==> src/rtl/leaf_defines.svh <==
`ifndef LEAF_DEFINES_SVH
`define LEAF_DEFINES_SVH

// Tree packet and user word widths
`define PACKET_BITS 49
`define PAYLOAD_BITS 32

// User input ports and user output ports, same count on both sides
`define NUM_PORTS 4

// Words per user input FIFO
`define FIFO_DEPTH 4

// Address of this leaf unless overridden at leaf_top
`define DEFAULT_LEAF_ID 5'd2

`endif
==> src/rtl/leaf_pkg.sv <==
`include "leaf_defines.svh"

package leaf_pkg;

    // Whatever remains of the packet after valid, leaf, port and payload
    localparam int SEQ_BITS = `PACKET_BITS - 1 - 5 - 4 - `PAYLOAD_BITS;

    typedef logic [`PAYLOAD_BITS-1:0] user_word_t;

    // Payload of a port 0 packet
    typedef struct packed {
        logic [19:0] reserved;
        logic        enable;
        logic [3:0]  dest_port;
        logic [4:0]  dest_leaf;
        logic [1:0]  out_port;    // User output port being set up
    } port_cfg_t;

    typedef union packed {
        user_word_t data;
        port_cfg_t  cfg;
    } payload_u;

    typedef struct packed {
        logic                valid;
        logic [4:0]          leaf;
        logic [3:0]          port;    // 0 is configuration, 1 to 4 are user ports
        logic [SEQ_BITS-1:0] seq;
        payload_u            payload;
    } packet_t;

endpackage

==> src/rtl/leaf_top.sv <==
`timescale 1ns/1ps
`include "leaf_defines.svh"

module leaf_top #(
    parameter logic [4:0] LEAF_ID = `DEFAULT_LEAF_ID
) (
    input  logic                                  clk,
    input  logic                                  arst_n,
    input  leaf_pkg::packet_t                     din,
    output leaf_pkg::packet_t                     dout,
    input  logic                                  resend,
    output leaf_pkg::user_word_t [`NUM_PORTS-1:0] user_in_data,
    output logic [`NUM_PORTS-1:0]                 user_in_vld,
    input  logic [`NUM_PORTS-1:0]                 user_in_ack,
    input  leaf_pkg::user_word_t [`NUM_PORTS-1:0] user_out_data,
    input  logic [`NUM_PORTS-1:0]                 user_out_vld,
    output logic [`NUM_PORTS-1:0]                 user_out_ack,
    output logic [7:0]                            drop_count
);
    import leaf_pkg::*;

    logic [`NUM_PORTS-1:0] fifo_wr;
    user_word_t            fifo_data;
    logic                  cfg_wr;
    port_cfg_t             cfg;
    logic [`NUM_PORTS-1:0] drop;

    packet_decoder packet_decoder_inst (
        .clk       (clk),
        .arst_n    (arst_n),
        .din       (din),
        .leaf_id   (LEAF_ID),
        .fifo_wr   (fifo_wr),
        .fifo_data (fifo_data),
        .cfg_wr    (cfg_wr),
        .cfg       (cfg)
    );

    for (genvar i = 0; i < `NUM_PORTS; i++) begin : g_in_port
        port_fifo port_fifo_inst (
            .clk     (clk),
            .arst_n  (arst_n),
            .wr      (fifo_wr[i]),
            .wr_data (fifo_data),
            .vld     (user_in_vld[i]),
            .data    (user_in_data[i]),
            .ack     (user_in_ack[i]),
            .drop    (drop[i])
        );
    end

    output_packetizer output_packetizer_inst (
        .clk           (clk),
        .arst_n        (arst_n),
        .cfg_wr        (cfg_wr),
        .cfg           (cfg),
        .user_out_vld  (user_out_vld),
        .user_out_data (user_out_data),
        .user_out_ack  (user_out_ack),
        .resend        (resend),
        .dout          (dout)
    );

    // At most one FIFO is written per cycle
    always_ff @(posedge clk or negedge arst_n) begin
        if (!arst_n) begin
            drop_count <= '0;
        end else if (|drop && drop_count != 8'hff) begin
            drop_count <= drop_count + 8'd1;    // Saturates
        end
    end

endmodule

==> src/rtl/output_packetizer.sv <==
`timescale 1ns/1ps
`include "leaf_defines.svh"

module output_packetizer (
    input  logic                                     clk,
    input  logic                                     arst_n,
    input  logic                                     cfg_wr,
    input  leaf_pkg::port_cfg_t                      cfg,
    input  logic [`NUM_PORTS-1:0]                    user_out_vld,
    input  leaf_pkg::user_word_t [`NUM_PORTS-1:0]    user_out_data,
    output logic [`NUM_PORTS-1:0]                    user_out_ack,
    input  logic                                     resend,
    output leaf_pkg::packet_t                        dout
);
    import leaf_pkg::*;

    localparam int PTR_W = $clog2(`NUM_PORTS);

    // Per output port destination
    logic [`NUM_PORTS-1:0] enable_q;
    logic [4:0]            dest_leaf_q [`NUM_PORTS];
    logic [3:0]            dest_port_q [`NUM_PORTS];
    logic [SEQ_BITS-1:0]   seq_q [`NUM_PORTS];

    logic [PTR_W-1:0]      rr_q;      // Last port granted
    logic [`NUM_PORTS-1:0] req;
    logic [PTR_W-1:0]      cand;
    logic [PTR_W-1:0]      gnt_idx;
    logic                  gnt_any;
    logic                  can_grant;
    logic                  gnt_fire;

    logic                  out_vld_q;
    packet_t               out_pkt_q;

    always_ff @(posedge clk or negedge arst_n) begin
        if (!arst_n) begin
            enable_q <= '0;
        end else if (cfg_wr) begin
            enable_q[cfg.out_port] <= cfg.enable;
        end
    end

    always_ff @(posedge clk) begin
        if (cfg_wr) begin
            dest_leaf_q[cfg.out_port] <= cfg.dest_leaf;
            dest_port_q[cfg.out_port] <= cfg.dest_port;
        end
    end

    assign req = user_out_vld & enable_q;

    // The output register empties every cycle that resend is low,
    // so a new packet can follow the one leaving now
    assign can_grant = !resend;

    // Walk downward so the port closest after rr_q wins
    always_comb begin
        gnt_any = 1'b0;
        gnt_idx = rr_q;
        cand    = rr_q;
        for (int k = `NUM_PORTS; k >= 1; k--) begin
            cand = PTR_W'((int'(rr_q) + k) % `NUM_PORTS);
            if (req[cand]) begin
                gnt_any = 1'b1;
                gnt_idx = cand;
            end
        end
    end

    assign gnt_fire = gnt_any && can_grant;

    always_comb begin
        for (int i = 0; i < `NUM_PORTS; i++) begin
            user_out_ack[i] = gnt_fire && (gnt_idx == PTR_W'(i));
        end
    end

    always_ff @(posedge clk or negedge arst_n) begin
        if (!arst_n) begin
            rr_q      <= '0;
            out_vld_q <= 1'b0;
            for (int i = 0; i < `NUM_PORTS; i++) begin
                seq_q[i] <= '0;
            end
        end else begin
            if (gnt_fire) begin
                rr_q           <= gnt_idx;
                seq_q[gnt_idx] <= seq_q[gnt_idx] + 1'b1;   // Wraps at 128
                out_vld_q      <= 1'b1;
            end else if (!resend) begin
                out_vld_q      <= 1'b0;
            end
        end
    end

    // Framing of the granted word
    always_ff @(posedge clk) begin
        if (gnt_fire) begin
            out_pkt_q.valid        <= 1'b1;
            out_pkt_q.leaf         <= dest_leaf_q[gnt_idx];
            out_pkt_q.port         <= dest_port_q[gnt_idx];
            out_pkt_q.seq          <= seq_q[gnt_idx];
            out_pkt_q.payload.data <= user_out_data[gnt_idx];
        end
    end

    // Held packet stays hidden while the tree asks for resend
    assign dout = (out_vld_q && !resend) ? out_pkt_q : '0;

endmodule

==> src/rtl/port_fifo.sv <==
`timescale 1ns/1ps
`include "leaf_defines.svh"

module port_fifo (
    input  logic                 clk,
    input  logic                 arst_n,
    input  logic                 wr,
    input  leaf_pkg::user_word_t wr_data,
    output logic                 vld,
    output leaf_pkg::user_word_t data,
    input  logic                 ack,
    output logic                 drop
);
    import leaf_pkg::*;

    localparam int PTR_W = $clog2(`FIFO_DEPTH);
    localparam int CNT_W = $clog2(`FIFO_DEPTH + 1);

    user_word_t       mem [`FIFO_DEPTH];
    logic [PTR_W-1:0] rd_ptr;
    logic [PTR_W-1:0] wr_ptr;
    logic [CNT_W-1:0] count;
    logic             full;
    logic             push;
    logic             pop;

    function automatic logic [PTR_W-1:0] next_ptr(input logic [PTR_W-1:0] ptr);
        return (ptr == PTR_W'(`FIFO_DEPTH - 1)) ? '0 : ptr + 1'b1;
    endfunction

    assign full = (count == CNT_W'(`FIFO_DEPTH));
    assign push = wr && !full;
    assign pop  = ack && vld;    // Stray ack is ignored
    assign drop = wr && full;

    assign vld  = (count != '0);
    assign data = mem[rd_ptr];   // Head word

    always_ff @(posedge clk) begin
        if (push) begin
            mem[wr_ptr] <= wr_data;
        end
    end

    always_ff @(posedge clk or negedge arst_n) begin
        if (!arst_n) begin
            rd_ptr <= '0;
            wr_ptr <= '0;
            count  <= '0;
        end else begin
            if (push) begin
                wr_ptr <= next_ptr(wr_ptr);
            end
            if (pop) begin
                rd_ptr <= next_ptr(rd_ptr);
            end
            case ({push, pop})
                2'b10:   count <= count + 1'b1;
                2'b01:   count <= count - 1'b1;
                default: count <= count;
            endcase
        end
    end

endmodule

==> src/rtl/packet_decoder.sv <==
`timescale 1ns/1ps
`include "leaf_defines.svh"

module packet_decoder (
    input  logic                          clk,
    input  logic                          arst_n,
    input  leaf_pkg::packet_t             din,
    input  logic [4:0]                    leaf_id,
    output logic [`NUM_PORTS-1:0]         fifo_wr,
    output leaf_pkg::user_word_t          fifo_data,
    output logic                          cfg_wr,
    output leaf_pkg::port_cfg_t           cfg
);
    import leaf_pkg::*;

    logic       hit_q;
    logic [3:0] port_q;
    payload_u   payload_q;

    // Address match is done on the way in
    always_ff @(posedge clk or negedge arst_n) begin
        if (!arst_n) begin
            hit_q <= 1'b0;
        end else begin
            hit_q <= din.valid && (din.leaf == leaf_id);
        end
    end

    always_ff @(posedge clk) begin
        port_q    <= din.port;
        payload_q <= din.payload;
    end

    // Port 0 carries configuration, ports 1 to NUM_PORTS map to the FIFOs
    always_comb begin
        cfg_wr = hit_q && (port_q == 4'd0);
        for (int i = 0; i < `NUM_PORTS; i++) begin
            fifo_wr[i] = hit_q && (port_q == 4'(i + 1));
        end
    end

    assign fifo_data = payload_q.data;
    assign cfg       = payload_q.cfg;

endmodule

==> config.mk <==
export PLATFORM = sky130hd
export DESIGN_NAME = leaf_top
export DESIGN_NICKNAME = d
export VERILOG_FILES = /design/src/rtl/leaf_pkg.sv /design/src/rtl/leaf_top.sv /design/src/rtl/output_packetizer.sv /design/src/rtl/port_fifo.sv /design/src/rtl/packet_decoder.sv
export VERILOG_INCLUDE_DIRS = /design/src /design/src/rtl
export SDC_FILE = /design/constraint.sdc
export NUM_CORES = 1
export LEC_CHECK = 0
export BUFFER_PORTS_ARGS = -buffer_cell sky130_fd_sc_hd__buf_4
export CORE_MARGIN = 2
export CORE_UTILIZATION = 57
export DETAILED_ROUTE_END_ITERATION = 10
export HOLD_SLACK_MARGIN = 0.03
export PLACE_DENSITY = 0.79
export SYNTH_ARGS = -nofsm -noshare
export SYNTH_HDL_FRONTEND = slang
export SYNTH_SLANG_ARGS = --single-unit
==> constraint.sdc <==
create_clock -name clk -period 6.7 [get_ports clk]
set_clock_uncertainty 0.2 [all_clocks]
set_input_delay 0.67 -clock clk [delete_from_list [all_inputs] [get_ports clk]]
set_output_delay 0.67 -clock clk [all_outputs]
set_load 0.03 [all_outputs]
* Word-level counts from Yosys, hierarchy flattened
Memories as Yosys holds them, arrays and structs flattened. A register that Yosys moved wholly into a read port is not among the register bits. Cells that the tools add are included. Widths: inputs -> output; s select.
Storage, ports and cells: flip-flop bits (word level) 147, bits in latches 0, bits in writable memories 548, memory bits (read-only) 0, input bits 188, word-level logic and storage cells 189, memories kept 6
Memory list:
- g_in_port[0].port_fifo_inst.mem | words 4, bits a word 32, read ports 1, clocked after memory_dff 0, write ports 1, line port_fifo.sv:19 | user_word_t mem [`FIFO_DEPTH];
- g_in_port[1].port_fifo_inst.mem | words 4, bits a word 32, read ports 1, clocked after memory_dff 0, write ports 1, line port_fifo.sv:19
- g_in_port[2].port_fifo_inst.mem | words 4, bits a word 32, read ports 1, clocked after memory_dff 0, write ports 1, line port_fifo.sv:19
- g_in_port[3].port_fifo_inst.mem | words 4, bits a word 32, read ports 1, clocked after memory_dff 0, write ports 1, line port_fifo.sv:19
- output_packetizer_inst.dest_leaf_q | words 4, bits a word 5, read ports 1, clocked after memory_dff 1, write ports 1, line output_packetizer.sv:21 | logic [4:0] dest_leaf_q [`NUM_PORTS];
- output_packetizer_inst.dest_port_q | words 4, bits a word 4, read ports 1, clocked after memory_dff 1, write ports 1, line output_packetizer.sv:22 | logic [3:0] dest_port_q [`NUM_PORTS];
Operators by class: add/sub/neg operators 22, $mul 0, div/mod/pow operators 0, $lt $le $gt $ge 9, equal/unequal tests 30, shift-type cells 0, mux-type cells 52, bitwise gates (word level) 2, reduce and logical (&&, ||, !) cells 43
Operator list (count):
- $bmux 32 s2 | 1
- $mux 49 | 1
- $mux 32 | 1
- $bwmux 28 | 1
- $eq 2x2->1 const B | 14
- $logic_and 1x1->1 | 27
- $mux 2 | 12
- $pmux 3 s2 | 4
- $mux 1 | 21
- $mux 7 | 3
- $add 2x1->2 const B | 10
- $lt 2x3->1 const B | 6
- $bmux 7 s2 | 1
- $demux 7 s2 | 1
- $add 3x1->3 const B | 4
- $eq 3x3->1 const B | 4
- $reduce_bool 3->1 | 4
- $sub 3x1->3 const B | 4
- $eq 2x1->1 const B | 5
- $add 8x1->8 const B | 1
- $bmux 1 s2 | 4
- $eq 4x2->1 const B | 2
- $ne 8x8->1 const B | 1
- $reduce_bool 2->1 | 4
- 17 further kinds | 22

* Longest topological paths before layout
Gate-level depths: netlist (run 1).
depth in word-level cells 13, depth in mapped cells 11

* Modules after synthesis
Synthesis (run 1) repeated with hierarchy kept, for this count alone.
Second synthesis, totals: cells, all modules 1518, area total of the unflattened synthesis 27969.3 um^2
By module, submodules not included:
- port_fifo (g_in_port[1].port_fifo_inst ...) | instances 3, cells an instance 209, area each 5122.4 um^2
- output_packetizer | instances 1, cells an instance 557, area each 5953.2 um^2
- port_fifo (g_in_port[0].port_fifo_inst) | instances 1, cells an instance 210, area each 5119.9 um^2
- packet_decoder | instances 1, cells an instance 85, area each 1094.8 um^2
- leaf_top | instances 1, cells an instance 39, area each 434.2 um^2

* Worst setup path after synthesis (run 1)
OpenSTA, ideal clock, no wires.
path type input -> output, from in user_out_vld[0], to out user_out_ack[3], data arrival time 4.736 ns, data required time 5.830 ns, path slack 1.094 ns, stages on the path 4, buffers on the path 0, path through nand2_1 > a41oi_1 > nand3b_1 > inv_1
On the way: longest elaborated chain between the ends 9, elaborated cells on any way between the ends 20, those cells by class 1 x eq/ne; 16 x mux; 1 x bitwise; 2 x reduce/logical
Ends and longest elaborated chain:
- start, declared | line leaf_top.sv:16 | input logic [`NUM_PORTS-1:0] user_out_vld,
- $and 4x4->4 * | line output_packetizer.sv:51 | assign req = user_out_vld & enable_q;
- $bmux 1 s2 | line output_packetizer.sv:64 | if (req[cand]) begin
- $mux 1 (not written as such) | line output_packetizer.sv:64
- $mux 1 (3 in series) | line output_packetizer.sv:64
- $mux 1 * | line output_packetizer.sv:64
- $logic_and 1x1->1 * | line output_packetizer.sv:71 | assign gnt_fire = gnt_any && can_grant;
- named net output_packetizer_inst.gnt_fire | line output_packetizer.sv:31 | logic gnt_fire;
- $logic_and 1x1->1 * | line output_packetizer.sv:75 | user_out_ack[i] = gnt_fire && (gnt_idx == PTR_W'(i));
- end, declared | line leaf_top.sv:17 | output logic [`NUM_PORTS-1:0] user_out_ack,
Mark *: on every way through the listed nets, which the timed path passes. The rest lies on a longest branch. The select of a mux whose other input is x is not followed.

* Worst setup path in the final report (run 1)
from reg output_packetizer_inst.enable_q[2], to out user_out_ack[2]
On the way: longest elaborated chain between the ends 9, elaborated cells on any way between the ends 20, those cells by class 1 x eq/ne; 16 x mux; 1 x bitwise; 2 x reduce/logical
Ends and longest elaborated chain:
- start, declared | line output_packetizer.sv:20 | logic [`NUM_PORTS-1:0] enable_q;
- start signal, assigned by index | line output_packetizer.sv:40 | enable_q[cfg.out_port] <= cfg.enable;
- $and 4x4->4 * | line output_packetizer.sv:51
- $bmux 1 s2 | line output_packetizer.sv:64
- $mux 1 (not written as such) | line output_packetizer.sv:64
- $mux 2 or $mux 1 (tied branches) (4 in series) | line output_packetizer.sv:64
- $eq 2x2->1 or $logic_and 1x1->1 (tied branches) | line output_packetizer.sv:75, output_packetizer.sv:71
- $logic_and 1x1->1 * | line output_packetizer.sv:75
Every way passes the cells marked *; elsewhere a longest branch is shown, timed or not. The select of a mux whose other input is x is not followed.

==> impl_metrics.csv, run 1 <==
group,metric,value,unit
setup_path,cp_max_fo,17,
setup_path,crit_type,"reg -> out",
timing,finalCriticalPeriod,4.22,ns
synthesis,ys_ff_latch,704,
clock_tree,numClockSinks,704,
worst_hold_path,min_path_type,"in -> async",
synthesis,synth_nets,1652,
timing,slew_headroom,25.9,%
route,avgViaCountPerCell,5.86,
floorplanning,die_x,223,um
floorplanning,die_area,49700,um2
timing,setup-violations-final,0,
setup_path,worstPathBufferInverterCount,2,
clock_tree,htree_levels,3,
pwr,power,12.5,mW
synthesis,yosysWarnings,0,
placement,port_buffers,373,
setup_path,cp-start-kind,"flop",
final_layout,syn_to_final_growth,22.5,%
timing,worstMarginPinSlew,1.11,ns
final_layout,final_common_cell,"edfxtp_1",
placement,dpl_cell_area,30700,um2
pwr,p_per_area,374,nW/um2
floorplanning,die_h,223,um
pwr,ir_worst_vdd,0.424,mV
floorplanning,start_util,57.4,%
setup_path,crit_chain,"nand2_1 -> a32o_1 -> a211oi_4 -> nand3_1 -> inv_1 -> buf_4",
final_layout,fill_cells,2916,
timing,rsz0062_at_grt,"false",
setup_path,regToRegSetupSlack,2.83,ns
synthesis,synth_seq_area_share,74.8,%
clock_tree,numCtsBuffers,70,
synthesis,synth_top_cell_by_area,"edfxtp_1",
outcome,status,"finished, final reports clean",
placement,hpwl,37.8,mm
route,wirelength,65.0,mm
setup_path,crit_family,"compound AO/OA/AOI/OAI gates",
floorplanning,pin_count,381,
setup_path,critPathCaptureType,"output port",
route,wire_per_inst,25.7,um
setup_path,critPathMaxStageDelay,0.84,ns
route,num_vias,14800,
setup_path,critPathArrivalTime,3.35,ns
synthesis,synth_top_cells_by_area,"edfxtp_1, mux4_2, dfrtp_1",
timing,tns,0,ns
route,drt_iter0_markers,1186,
clock_tree,cts-resized-gates,0,
clock_tree,tritoncts,"yes",
global_route,grt_max_degree,74,
setup_path,critPathRequiredTime,5.83,ns
synthesis,syn_area,27300,um2
route,final_antenna_net_count,0,
clock_tree,cts_buffer_depth,3,
route,first_pass_iters,5,
synthesis,yosys.area.top_type_share,65.5,%
pwr,p_leak,12.4,nW
timing,hold_violations,0,
floorplanning,core_area,47500,um2
global_route,grt_pass1_wl,96.0,mm
clock_tree,clock-root-buffer,"clkbuf_16",
route,drc,0,
timing,drv_slew,0,
global_route,overflow,0,
synthesis,yosys_most_used_dff,"edfxtp_1",
synthesis,synth_edf_count,596,
placement,gp_congestion,0.782,
timing,fin_crit_sh,62.9,%
global_route,grt_pass1_vias,15200,
timing,whs,0.0111,ns
clock_tree,clk_latency,0.60,ns
global_route,grt.total_usage,26.5,%
final_layout,multiInputGateArea,6490,um2
synthesis,async_reset_ff_share,10.2,%
final_layout,finalNetCount,2076,
global_route,antenna_found_initial,1,
floorplanning,num_rows,80,
setup_path,slowest_stage,"a211oi_4",
final_layout,final_util,70.4,%
placement,dp_cells,2365,
final_layout,fin_area,33400,um2
clock_tree,cts.clk_slew.worst_paths,0.06,ns
timing,fin_ws,2.48,ns
final_layout,mostFrequentLayoutCells,"edfxtp_1, buf_4, mux4_2, clkbuf_16, dfrtp_1",
synthesis,synth_area_per_cell,19.0,um2
final_layout,final-instance-count-excl-fill,2528,
timing,max_freq,237,MHz
run,maxCapViolations,0,
placement,dp_slack,2.44,ns
final_layout,seqCellArea,20400,um2
final_layout,drive_gt1_share,34.9,%
synthesis,synth.distinct_cells,50,
synthesis,synth_cells,1435,
==> cells by family (layout without fill, tap and decap cells) <==
logic type	count (synthesis)	in the layout	synth area share [%]
DFF	704	704	74.8
and+or+nand+nor	228	228	4.65
muxes	203	203	13.5
AOI/OAI and AO/OA	141	141	3.27
buffers and inverters	107	584	1.61
adders and majority gates	29	29	1.44
xor gates and xnor gates	23	23	0.738
other	0	1	0
==> where the power goes <==
| group | leakage (nW) | switching [mW] | internal [mW] |
|---|---|---|---|
| sequential | 6.60 | 0.330 | 4.86 |
| clock | 1.15 | 1.61 | 2.36 |
| combinational | 4.63 | 1.90 | 1.46 |
==> cells in the mapped netlist (5+ instances only) <==
cell,instances
edfxtp_1,596
mux4_2,128
dfrtp_1,72
and2_1,64
mux2i_1,60
nand2_1,50
a21oi_1,47
nor2b_1,46
a211oi_1,43
clkbuf_1,43
dfxtp_1,36
inv_1,33
o21ai_0,27
ha_1,25
nor2_1,21
buf_1,17
xor2_1,13
nor3_1,12
mux2_2,11
xnor2_1,10
nand3_1,8
or3_1,8
buf_2,7
a21o_1,5
nor3b_1,5
o21ai_1,5
==> state kept, by name, indices dropped and copies added, names as in the netlist, 8 cells and up <==
name                                cells
g_in_port.port_fifo_inst.wr_ptr         8
g_in_port.port_fifo_inst.count         12
g_in_port.port_fifo_inst.rd_ptr         8
output_packetizer_inst.dest_port_q     16
output_packetizer_inst.dest_leaf_q     20
drop_count                              8
output_packetizer_inst.seq_q           28
g_in_port.port_fifo_inst.mem          512
output_packetizer_inst.out_pkt_q       48
packet_decoder_inst.cfg                32
==> final timing paths <==
check | cells after the start | endpoint | from
max reg2reg | 9 | output_packetizer_inst.seq_q[20] | output_packetizer_inst.enable_q[2]
max in group asynchronous | 1 | g_in_port[1].port_fifo_inst.rd_ptr[0] | arst_n
min | 1 | output_packetizer_inst.seq_q[13] | arst_n
min in group clk | 3 | packet_decoder_inst.hit_q | din[45]
max | 6 | user_out_ack[2] | output_packetizer_inst.enable_q[2]
min reg2reg | 1 | output_packetizer_inst.out_vld_q | output_packetizer_inst.out_vld_q
==> area by class of cell <==
| class | instances | area share (%) |
|---|---|---|
| antenna | 1 | 0.00748 |
| clock buffer | 86 | 5.75 |
| clock inverter | 39 | 1.25 |
| inverter | 34 | 0.382 |
| multi-input combinational | 624 | 19.4 |
| sequential | 704 | 61.1 |
| tap | 615 | 2.30 |
| timing repair buffer | 425 | 9.82 |
==> per-layer routing <==
layer | vias up | global-route usage [%] | routed length (um)
met4 | 0 | 10.5 | 2530
met3 | 102 | 6.74 | 4790
li1 | 6474 | - | -
met1 | 7637 | 32.2 | 24100
met2 | 613 | 46.0 | 33600
met5 | - | 0 | 0
==> timing repair <==
action                    4_1_cts  5_1_grt
hold endpoints to repair       37        0
buffers inserted                0        0
hold buffers                   37        0
(Power assumes the default switching activity.)
==> run 2, diff against run 1 <==
clock period = 4.23 ns   (was 6.7 ns; I/O delays follow)
==> impl_metrics.csv, run 2 (synthesis results as in run 1) <==
group,metric,value,unit
outcome,status,"finished, final reports clean",
setup_path,cp-start-kind,"flop",
pwr,sw_frac_of_total,30.8,%
global_route,grt.total_usage,26.4,%
floorplanning,start_util,57.4,%
setup_path,critPathCaptureType,"output port",
placement,hpwl,38.1,mm
setup_path,rr_endpoint,"output_packetizer_inst.out_pkt_q[4]",
setup_path,crit_family,"buffers and inverters",
setup_path,slowest_stage,"dfrtp_1",
route,avgViaCountPerCell,5.80,
timing,setup-violations-final,0,
pwr,comb_power_share,26.4,%
final_layout,mostFrequentLayoutCells,"edfxtp_1, buf_4, mux4_2, dlygate4sd3_1, clkbuf_16",
setup_path,critPathMostFrequentCell,"buf_4",
worst_hold_path,min_path_cells,3,
setup_path,crit_type,"reg -> out",
clock_tree,tritoncts,"yes",
route,first_pass_iters,5,
clock_tree,cts_buffer_depth,3,
route,drt_iter0_markers,1164,
global_route,antenna_found_initial,2,
placement,dp_slack,0.917,ns
global_route,grt_max_degree,94,
floorplanning,die_h,223,um
final_layout,finalNetCount,2147,
setup_path,reg2reg_depth,7,
pwr,seqPwrFrac,41.8,%
setup_path,critPathArrivalTime,2.97,ns
floorplanning,pin_count,381,
route,num_vias,15100,
final_layout,largest_register_ffs,512,
setup_path,cp_max_fo,32,
setup_path,regToRegSetupSlack,0.75,ns
timing,worstMarginPinSlew,1.15,ns
floorplanning,num_rows,80,
final_layout,syn_to_final_growth,25.2,%
pwr,p_sw,6.21,mW
clock_tree,htree_levels,3,
floorplanning,die_area,49700,um2
final_layout,final_common_cell,"edfxtp_1",
clock_tree,clock-root-buffer,"clkbuf_16",
route,wire_per_inst,24.9,um
clock_tree,clk_latency,0.61,ns
timing,rsz0062_at_grt,"false",
timing,slew_headroom,23.4,%
pwr,intPower,13.9,mW
run,maxCapViolations,0,
final_layout,drive_gt1_share,34.3,%
timing,whs,0.0432,ns
timing,fin_ws,0.636,ns
final_layout,final_util,71.9,%
final_layout,regMostFlops,"g_in_port.port_fifo_inst.mem",
global_route,overflow,0,
pwr,power,20.1,mW
timing,finalCriticalPeriod,3.59,ns
worst_hold_path,min_from,"user_out_data[111]",
placement,port_buffers,373,
pwr,clock_power_share,31.8,%
setup_path,worstPathBufferInverterCount,4,
placement,gp_congestion,0.764,
clock_tree,numClockSinks,704,
global_route,grt_pass1_vias,15600,
setup_path,critPathMaxStageDelay,0.43,ns
setup_path,r2r_start,"output_packetizer_inst.rr_q[1]",
clock_tree,numCtsBuffers,70,
pwr,p_leak,12.7,nW
pwr,p_per_area,589,nW/um2
timing,drv_slew,0,
clock_tree,cts.clk_slew.worst_paths,0.06,ns
clock_tree,cts_setup_buffers,0,
route,wirelength,64.9,mm
setup_path,crit_chain,"nand2_1 -> a32o_1 -> a211oi_4 -> buf_4 -> nor2b_1 -> nand2b_1 -> buf_4 -> inv_1 -> buf_4",
global_route,grt_pass1_wl,95.8,mm
floorplanning,die_x,223,um
route,drc,0,
worst_hold_path,holdPathEnd,"output_packetizer_inst.out_pkt_q[15]",
timing,tns,0,ns
floorplanning,core_area,47500,um2
setup_path,critPathRequiredTime,3.61,ns
route,final_antenna_net_count,0,
timing,fin_crit_sh,85.0,%
pwr,ir_worst_vdd,0.526,mV
timing,hold_violations,0,
worst_hold_path,min_path_type,"in -> reg",
timing,max_freq,278,MHz
run 2: cell count changes in the layout (fill, tap and decap cells not counted), moves of 2 or more:
cell and delta:
clkbuf_16 -2, clkbuf_1 +2, buf_4 +11, dlygate4sd3_1 +59
inv_16 +3, clkbuf_8 +5
run 2: area by class of cell:
class	instances	area, um2
Clock buffer	90	1940
Inverter	34	128
Clock inverter	39	452
Fill cell	2767	13400
Tap cell	615	769
Timing Repair Buffer	496	3980
Sequential cell	704	20400
Multi-Input combinational cell	624	6490
Antenna cell	1	2.50
run 2: per-stage QoR:
stage	cell area, um2	std cells
after floorplan	27300	1435
after global placement	30800	2377
after detailed placement	30800	2377
after CTS	34200	2602
after global routing	34200	2603
final	34200	2603
run 2: per-layer routing:
layer | global-route usage (%) | wire length [um] | vias to the layer above
met5 | 0 | 13 | -
met4 | 12.3 | 2740 | 2
met3 | 5.58 | 4810 | 138
met2 | 45.7 | 33600 | 612
met1 | 31.9 | 23700 | 7721
li1 | - | - | 6623
run 2: power by group through the flow:
stage | combinational (mW) | clock [mW] | sequential (mW)
6_report | 5.32 | 6.40 | 8.41
5_1_grt | 5.57 | 6.74 | 8.48
4_1_cts | 5.35 | 6.50 | 8.43
3_5_place_dp | 5.14 | 0 | 8.56
3_3_place_gp | 5.07 | 0 | 8.53
2_1_floorplan | 3.76 | 0 | 7.95
run 2: tightest hold or removal path: cells and delay by family:
family / cells / cell delay [ns]
compound gates: 1 / 0.16
buf+inv: 1 / 0.08
mux: 1 / 0.05
run 2: worst max-delay path by stage:
stage	slack (ns)	to	startpoint	cells past startpoint
final	0.64	user_out_ack[1]	output_packetizer_inst.enable_q[3]	9
after global routing	0.55	user_out_ack[1]	output_packetizer_inst.enable_q[3]	9
after CTS	0.63	user_out_ack[1]	output_packetizer_inst.enable_q[3]	9
after detailed placement	0.92	output_packetizer_inst.seq_q[6]	user_out_vld[0]	9
after global placement	0.99	output_packetizer_inst.seq_q[13]	user_out_vld[0]	9
after floorplan	0.69	user_out_ack[3]	user_out_vld[0]	4
run 2: what timing repair did:
action / in CTS / in global routing
hold buffers: 96 / 0
hold endpoints to repair: 148 / 0
resized for setup: 0 / 0
